**config.mk**
```make
export PLATFORM = sky130hd
export DESIGN_NAME = req_decode_flat
export DESIGN_NICKNAME = d
export VERILOG_FILES = /design/src/rtl/cache_bus_pkg.sv /design/src/rtl/line_req_if.sv /design/src/rtl/req_decode.sv /design/src/flat_wrapper.sv
export VERILOG_INCLUDE_DIRS = /design/src /design/src/rtl
export SDC_FILE = /design/constraint.sdc
export NUM_CORES = 1
export LEC_CHECK = 0
export BUFFER_PORTS_ARGS = -buffer_cell sky130_fd_sc_hd__buf_2
export CORE_AREA = 5 5 446 448
export CTS_CLUSTER_SIZE = 20
export DETAILED_ROUTE_END_ITERATION = 6
export DIE_AREA = 0 0 451 453
export SLEW_MARGIN = 10
export SYNTH_ARGS = -nofsm -noshare
export SYNTH_HDL_FRONTEND = slang
export SYNTH_SLANG_ARGS = --single-unit
```
**constraint.sdc**
```tcl
create_clock -name clk -period 30.9 [get_ports clk]
set_input_delay 0 -clock clk [delete_from_list [all_inputs] [get_ports clk]]
set_output_delay 0 -clock clk [all_outputs]
set_load 0.01 [all_outputs]
```
**src/rtl/cache_bus_defines.svh**
```systemverilog
// ~~~~~~~~~~~~~~~~~~~~~~~~~~~~~~~~~~~~~~~~
// widths, flash region code and burst codes
// for the cache line bridge. include in any
// file that needs one of these constants
// ~~~~~~~~~~~~~~~~~~~~~~~~~~~~~~~~~~~~~~~~

`ifndef CACHE_BUS_DEFINES_SVH
`define CACHE_BUS_DEFINES_SVH

`define CB_ADDR_W       64     // byte address width
`define CB_LINE_W       512    // one cache line, 64 bytes

`define CB_FLASH_CODE   4'h8   // addr[31:28] value of the flash window
`define CB_FLASH_BEATS  16     // 32-bit beats per line on flash

// burst codes, number of 64-bit blocks minus one
`define CB_MEM_BLKS     8'd7
`define CB_FLASH_BLKS   8'd0

`endif

```
**src/rtl/cache_bus_pkg.sv**
```systemverilog
// ~~~~~~~~~~~~~~~~~~~~~~~~~~~~~~~~~~~~~~~~
// types shared by the bridge modules and
// the testbench. import with cache_bus_pkg::*
// ~~~~~~~~~~~~~~~~~~~~~~~~~~~~~~~~~~~~~~~~

`default_nettype none

`include "cache_bus_defines.svh"

package cache_bus_pkg;

  typedef logic [`CB_ADDR_W-1:0] addr_t;   // byte address
  typedef logic [`CB_LINE_W-1:0] line_t;   // whole cache line
  typedef logic [31:0]           word_t;   // one flash word

  // bus transfer size, axi style log2 of bytes
  typedef enum logic [1:0] {
    SIZE_W = 2'd2,   // 4 bytes, flash
    SIZE_D = 2'd3    // 8 bytes, main memory blocks
  } bus_size_t;

  // word slot inside a line during a flash transfer
  typedef logic [3:0] beat_idx_t;

endpackage

`default_nettype wire

```
**src/rtl/line_req_if.sv**
```systemverilog
// ~~~~~~~~~~~~~~~~~~~~~~~~~~~~~~~~~~~~~~~~
// latched line request, decode -> execute
// fields only move on start, busy holds off
// the next start until the bus side is done
// ~~~~~~~~~~~~~~~~~~~~~~~~~~~~~~~~~~~~~~~~

`timescale 1ns/1ps
`default_nettype none

interface line_req_if;
  import cache_bus_pkg::*;

  logic  start;   // one cycle strobe
  addr_t addr;    // already aligned for the region
  logic  op;      // 0 read, 1 write
  logic  flash;   // flash region, 32-bit single beats
  line_t wdata;   // line to write back
  logic  busy;    // bus side still working

  modport dec (output start, addr, op, flash, wdata, input busy);
  modport exe (input start, addr, op, flash, wdata, output busy);

endinterface

`default_nettype wire

```
**src/rtl/req_decode.sv**
```systemverilog
// ~~~~~~~~~~~~~~~~~~~~~~~~~~~~~~~~~~~~~~~~
// cache side front end. waits for req on two
// consecutive cycles, picks the region, aligns
// the address and latches the request
// ~~~~~~~~~~~~~~~~~~~~~~~~~~~~~~~~~~~~~~~~

`timescale 1ns/1ps
`default_nettype none

`include "cache_bus_defines.svh"

module req_decode (
  input  logic                 clk,
  input  logic                 rst,
  input  logic                 i_req,
  input  cache_bus_pkg::addr_t i_addr,
  input  logic                 i_op,      // 0 read, 1 write
  input  cache_bus_pkg::line_t i_wdata,
  line_req_if.dec              req
);
  import cache_bus_pkg::*;

  logic  req_his;        // req seen last cycle
  logic  start_q;
  logic  is_flash;
  logic  take;           // accept the request this edge
  addr_t aligned_addr;
  addr_t addr_q;
  logic  op_q;
  logic  flash_q;
  line_t wdata_q;

  assign is_flash = (i_addr[31:28] == `CB_FLASH_CODE);

  // flash moves words, memory moves whole lines
  always_comb begin
    if (is_flash) begin
      aligned_addr = {i_addr[`CB_ADDR_W-1:2], 2'b00};
    end else begin
      aligned_addr = {i_addr[`CB_ADDR_W-1:6], 6'd0};
    end
  end

  // start_q term keeps the edge right after start quiet, busy is not up yet
  assign take = i_req & req_his & ~req.busy & ~start_q;

  always_ff @(posedge clk) begin
    if (rst) begin
      req_his <= 1'b0;
      start_q <= 1'b0;
    end else begin
      req_his <= i_req & ~req.busy;   // history wiped while busy
      start_q <= take;
    end
  end

  // payload, only moves when a request is taken
  always_ff @(posedge clk) begin
    if (take) begin
      addr_q  <= aligned_addr;
      op_q    <= i_op;
      flash_q <= is_flash;
      wdata_q <= i_wdata;
    end
  end

  assign req.start = start_q;
  assign req.addr  = addr_q;
  assign req.op    = op_q;
  assign req.flash = flash_q;
  assign req.wdata = wdata_q;

  // execute owns busy, so this checks the hand-off between the two
  a_no_start_when_busy: assert property (@(posedge clk) disable iff (rst)
    req.start |-> !req.busy)
    else $error("start raised while the bus side is busy");

endmodule

`default_nettype wire

```
**src/flat_wrapper.sv**
```systemverilog
// flat-port wrapper written by rule: the top's interface ports become plain ports
module req_decode_flat import cache_bus_pkg::*;
  (clk, rst, i_req, i_addr, i_op, i_wdata, req_start, req_addr, req_op, req_flash, req_wdata, req_busy);
  line_req_if req_i ();
  input  logic clk;
  input  logic rst;
  input  logic i_req;
  input  cache_bus_pkg::addr_t i_addr;
  input  logic i_op;
  input  cache_bus_pkg::line_t i_wdata;
  output wire logic [$bits(req_i.start)-1:0] req_start;
  output wire logic [$bits(req_i.addr)-1:0] req_addr;
  output wire logic [$bits(req_i.op)-1:0] req_op;
  output wire logic [$bits(req_i.flash)-1:0] req_flash;
  output wire logic [$bits(req_i.wdata)-1:0] req_wdata;
  input wire logic [$bits(req_i.busy)-1:0] req_busy;
  assign req_start = req_i.start;
  assign req_addr = req_i.addr;
  assign req_op = req_i.op;
  assign req_flash = req_i.flash;
  assign req_wdata = req_i.wdata;
  assign req_i.busy = req_busy;
  req_decode u_core (.clk(clk), .rst(rst), .i_req(i_req), .i_addr(i_addr), .i_op(i_op), .i_wdata(i_wdata), .req(req_i));
endmodule
```
# Word-level counts from Yosys, hierarchy flattened
# Cells that the tools add are included.
[totals]
in_bits = 581
register_bits = 580
[op_classes]
eq_ne = 1
bitwise_logic = 6
[op_table]
columns = ["op", "count"]
rows = [
  ["1-bit bitwise AND", 4],
  ["4-bit == test (second input constant)", 1],
  ["1-bit inverter", 2],
]

# Logic depth before layout (Yosys ltp)
[depth]
word_depth = 3
depth_mapped = 2
depth_no_buf = 2

# Worst setup path after synthesis
# Ideal clock, no wire load.
[synth_path]
path_kind = "register -> register"
start = "reg u_core.start_q (netlist: u_core.req.start)"
end = "reg u_core.addr_q[10] (netlist: u_core.req.addr[10]), enable pin"
arrival_time_ns = 24.306
setup_ns = 1.527
period_less_slack_ns = 25.833
slack_ns = 5.067
stages_incl_launch_ff = 3
path_cell_list = "dfxtp_1 nand2b_1 nor2_1"
[synth_between]
elab_chain_cells = 2
[synth_lines]
columns = ["element", "line_no", "text"]
rows = [
  ["start: declaration", "req_decode.sv:24", "logic start_q;"],
  ["start signal: assignment", "req_decode.sv:53", "start_q <= take;"],
  ["1-bit inverter", "req_decode.sv:45", "assign take = i_req & req_his & ~req.busy & ~start_q;"],
  ["1-bit bitwise AND", "req_decode.sv:45", ""],
  ["via u_core.take", "req_decode.sv:26", "logic take;"],
  ["end signal: assignment", "req_decode.sv:60", "addr_q <= aligned_addr;"],
  ["end: declaration", "req_decode.sv:28", "addr_t addr_q;"],
]
# The timed path passes the listed nets, and every way through them passes these cells.
# A chain may end at the register's enable or synchronous reset.

# Worst setup path after layout
[layout_path]
start = "in i_req"
end = "reg u_core.wdata_q[165] (netlist: u_core.req.wdata[165]), enable pin"
[layout_between]
elab_chain_cells = 3
[layout_lines]
columns = ["element", "line_no", "text"]
rows = [
  ["start: declaration", "flat_wrapper.sv:7", "input logic i_req;"],
  ["1-bit bitwise AND (3 in series)", "req_decode.sv:45", ""],
  ["via u_core.take", "req_decode.sv:26", ""],
  ["end signal: assignment", "req_decode.sv:63", "wdata_q <= i_wdata;"],
  ["end: declaration", "req_decode.sv:31", "line_t wdata_q;"],
]
# The timed path passes the listed nets, and every way through them passes these cells.

==> metrics.txt <==
# TYPE chip_impl_metric gauge
chip_impl_info{name="rsz_0062_raised_after_global_routing",value="false"} 1
chip_impl_metric{name="htree_levels",unit=""} 3
chip_impl_metric{name="setup_total_neg_slack",unit="ns"} 0
chip_impl_metric{name="post_synth.cell_area_avg",unit="um^2"} 29.5
chip_impl_info{name="setup.worst_path.start_class",value="input port"} 1
chip_impl_metric{name="worst_slew_margin_rel",unit=""} 0.260
chip_impl_info{name="mostFrequentLayoutCell",value="sky130_fd_sc_hd__buf_2"} 1
chip_impl_metric{name="core_region_area",unit="mm^2"} 0.194
chip_impl_metric{name="postCtsHoldBufs",unit=""} 821
chip_impl_metric{name="worstPathRequired",unit="ns"} 31.19
chip_impl_metric{name="fillers",unit=""} 21100
chip_impl_metric{name="crit_arrival",unit="ns"} 5.29
chip_impl_metric{name="drtIter0Drc",unit=""} 1243
chip_impl_metric{name="drive_gt1_frac",unit=""} 0.473
chip_impl_metric{name="fin_crit",unit="ns"} 5.00
chip_impl_metric{name="synth.cell_area",unit="mm^2"} 0.0174
chip_impl_metric{name="fp.dieH",unit="um"} 453
chip_impl_metric{name="worst_skew_pair.late_latency",unit="ns"} 0.69
chip_impl_metric{name="cts_made_buffers",unit=""} 81
chip_impl_metric{name="area_growth_syn_to_layout",unit="%"} 114
chip_impl_metric{name="pin_count_of_the_biggest_net_entering_global_routing",unit=""} 87
chip_impl_metric{name="post_cts.repair.setup_buffers",unit=""} 0
chip_impl_info{name="timing.setup.critical_path_class",value="in -> reg"} 1
chip_impl_metric{name="grt_pass1_wl",unit="mm"} 207
chip_impl_metric{name="complex_gate_fraction_of_the_synthesized_area",unit=""} 0
chip_impl_metric{name="postRouteWirelength",unit="mm"} 173
chip_impl_metric{name="synth-seq-area-share",unit=""} 0.995
chip_impl_metric{name="wl_per_cell",unit="um"} 32.7
chip_impl_metric{name="initial_antenna_violation_count",unit=""} 185
chip_impl_metric{name="synthesis.yosys.warnings",unit=""} 0
chip_impl_metric{name="dieWidth",unit="um"} 451
chip_impl_metric{name="antenna_left",unit=""} 0
chip_impl_metric{name="cts-resized-gates",unit=""} 0
chip_impl_metric{name="synthesized_flop_and_latch_total",unit=""} 578
chip_impl_metric{name="critical_path_peak_fanout",unit=""} 86
chip_impl_metric{name="post-route-util",unit=""} 0.192
chip_impl_metric{name="final_max_slew_violation_count",unit=""} 0
chip_impl_metric{name="synth_fa_ha_area_frac",unit=""} 0
chip_impl_metric{name="synth_mux_area_frac",unit=""} 0
chip_impl_metric{name="max-vdd-ir-drop",unit="uV"} 35.4
chip_impl_metric{name="initial_core_utilization",unit=""} 0.0898
chip_impl_info{name="most-common-layout-cells",value="sky130_fd_sc_hd__buf_2 (1155), sky130_fd_sc_hd__dlygate4sd3_1 (821), sky130_fd_sc_hd__edfxtp_1 (576)"} 1
chip_impl_info{name="synth_top_family_by_area",value="simple AND/OR/NAND/NOR gates"} 1
chip_impl_metric{name="grt_pass1_vias",unit=""} 17200
chip_impl_metric{name="clkSinkCount",unit=""} 578
chip_impl_metric{name="die_area",unit="mm^2"} 0.204
chip_impl_metric{name="max_freq",unit="GHz"} 0.200
chip_impl_metric{name="detail_route.drc_violations",unit=""} 0
chip_impl_metric{name="post_synth_simple_gate_area",unit=""} 0.00424
chip_impl_metric{name="num_io_pins",unit=""} 1160
chip_impl_metric{name="synth-xor-area-share",unit=""} 0
chip_impl_info{name="min_path_type",value="in -> reg"} 1
chip_impl_metric{name="sequential_cell_area",unit="mm^2"} 0.0173
chip_impl_metric{name="detail_route.vias_per_cell",unit=""} 3.07
chip_impl_metric{name="drv.max_cap_violation_count",unit=""} 0
chip_impl_metric{name="worst_setup_hold_path_clk_slew",unit="ns"} 0.06
chip_impl_metric{name="post_synth_inst_count",unit=""} 591
chip_impl_metric{name="pre_antenna_drt_iters",unit=""} 5
chip_impl_metric{name="dr_total_vias",unit=""} 16300
chip_impl_metric{name="fin_skew",unit="ns"} 0.0288
chip_impl_metric{name="place_hpwl",unit="mm"} 149
chip_impl_metric{name="synth.distinct_cells",unit=""} 9
chip_impl_metric{name="power_leakage",unit="uW"} 0.0145
chip_impl_metric{name="cellPowerDensity",unit="mW/mm^2"} 53.3
chip_impl_metric{name="port_buffers",unit=""} 1155
chip_impl_metric{name="row_count",unit=""} 162
chip_impl_info{name="tritoncts",value="built"} 1
chip_impl_metric{name="finalWeightedCongestion",unit=""} 0.989
chip_impl_metric{name="min_period_over_period",unit=""} 0.162
chip_impl_metric{name="final_hold_viol_count",unit=""} 0
chip_impl_metric{name="finalSetupViolations",unit=""} 0
chip_impl_metric{name="maximum_number_of_buffers_from_clock_root_to_sink",unit=""} 3
chip_impl_metric{name="grt_use_total",unit=""} 0.163
chip_impl_info{name="cts_root_buf",value="sky130_fd_sc_hd__clkbuf_16"} 1
chip_impl_metric{name="multi_input_logic_area",unit="um^2"} 88.8
chip_impl_info{name="run_status",value="finished, final reports clean"} 1
chip_impl_metric{name="final_nets",unit=""} 3239
chip_impl_info{name="setup.worst_path.end_class",value="flip-flop"} 1
chip_impl_metric{name="max_slew.worst_pin.slew",unit="ns"} 1.11
chip_impl_metric{name="globalRoute.totalOverflow",unit=""} 0
==> final timing paths <==
path	from	to	slack (ns)	cells after the start
setup / recovery	i_req	u_core.req.wdata[165]	25.90	9
hold / removal	i_wdata[274]	u_core.req.wdata[274]	0.07	2
setup reg to reg	u_core.req.start	u_core.req.wdata[165]	26.05	6
hold reg to reg	u_core.req_his	u_core.req.start	0.55	2
==> cells in the mapped netlist <==
| library cell | n | area, um^2 |
|---|---|---|
| sky130_fd_sc_hd__and2_1 | 4 | 25.0 |
| sky130_fd_sc_hd__nor3_1 | 1 | 5.00 |
| sky130_fd_sc_hd__dfxtp_1 | 2 | 40.0 |
| sky130_fd_sc_hd__nor2_1 | 2 | 7.51 |
| sky130_fd_sc_hd__edfxtp_1 | 576 | 17300 |
| sky130_fd_sc_hd__nand2b_1 | 2 | 12.5 |
| sky130_fd_sc_hd__nor4b_4 | 1 | 23.8 |
| sky130_fd_sc_hd__conb_1 | 1 | 3.75 |
| sky130_fd_sc_hd__buf_4 | 2 | 15.0 |
==> where the power goes <==
part / internal, uW / switching (uW) / total (uW)
logic: 98.9 / 68.1 / 167
registers: 873 / 2.67 / 876
clock network: 553 / 395 / 949
==> per-stage QoR <==
stage | total power, uW | setup WS, ns | std cells | hold slack, ns | area [um^2]
floorplan | 909 | 5.07 | 592 | 0.0724 | 17400
global placement | 958 | 26.03 | 4296 | 0.176 | 26500
detailed placement | 959 | 25.96 | 4296 | 0.178 | 26500
CTS | 2040 | 25.88 | 5262 | 0.0000717 | 37300
global route | 2070 | 25.61 | 5287 | 0.0223 | 37300
finish | 1990 | 25.90 | 5299 | 0.0701 | 37400
==> worst max-delay path, stage by stage <==
cell,delay (ns)
sky130_fd_sc_hd__dlygate4sd3_1,0.53
sky130_fd_sc_hd__buf_2,0.10
sky130_fd_sc_hd__nand2b_1,0.06
sky130_fd_sc_hd__dlygate4sd3_1,0.61
sky130_fd_sc_hd__nor2_4,0.69
sky130_fd_sc_hd__buf_4,0.71
sky130_fd_sc_hd__buf_4,0.73
sky130_fd_sc_hd__buf_4,0.70
sky130_fd_sc_hd__buf_4,0.93
==> cell families after synthesis <==
kind of cell / after synthesis
other: 1
buffers and inverters: 2
and+or+nand+nor: 10
DFF: 578
==> registers in the layout, summed over array words and instances (netlist names) <==
| register | flops |
|---|---|
| u_core.req.addr | 62 |
| u_core.req.flash | 1 |
| u_core.req.op | 1 |
| u_core.req.start | 1 |
| u_core.req.wdata | 512 |
| u_core.req_his | 1 |
==> layer usage <==
layer	track usage	vias to the layer above	share of wire
li1	-	6618	-
met1	0.172	7990	0.36
met2	0.255	1166	0.44
met3	0.119	478	0.16
met4	0.0503	22	0.040
met5	0.00910	-	0.0022
==> final cells by class <==
cell class / instances / share of cell area
tap: 2542 / 0.0851
sequential: 578 / 0.464
clock inverter: 52 / 0.0126
multi-input combinational: 12 / 0.00238
clock buffer: 93 / 0.0571
antenna: 37 / 0.00248
timing repair buffer: 1985 / 0.376
(Power assumes the default switching activity.)
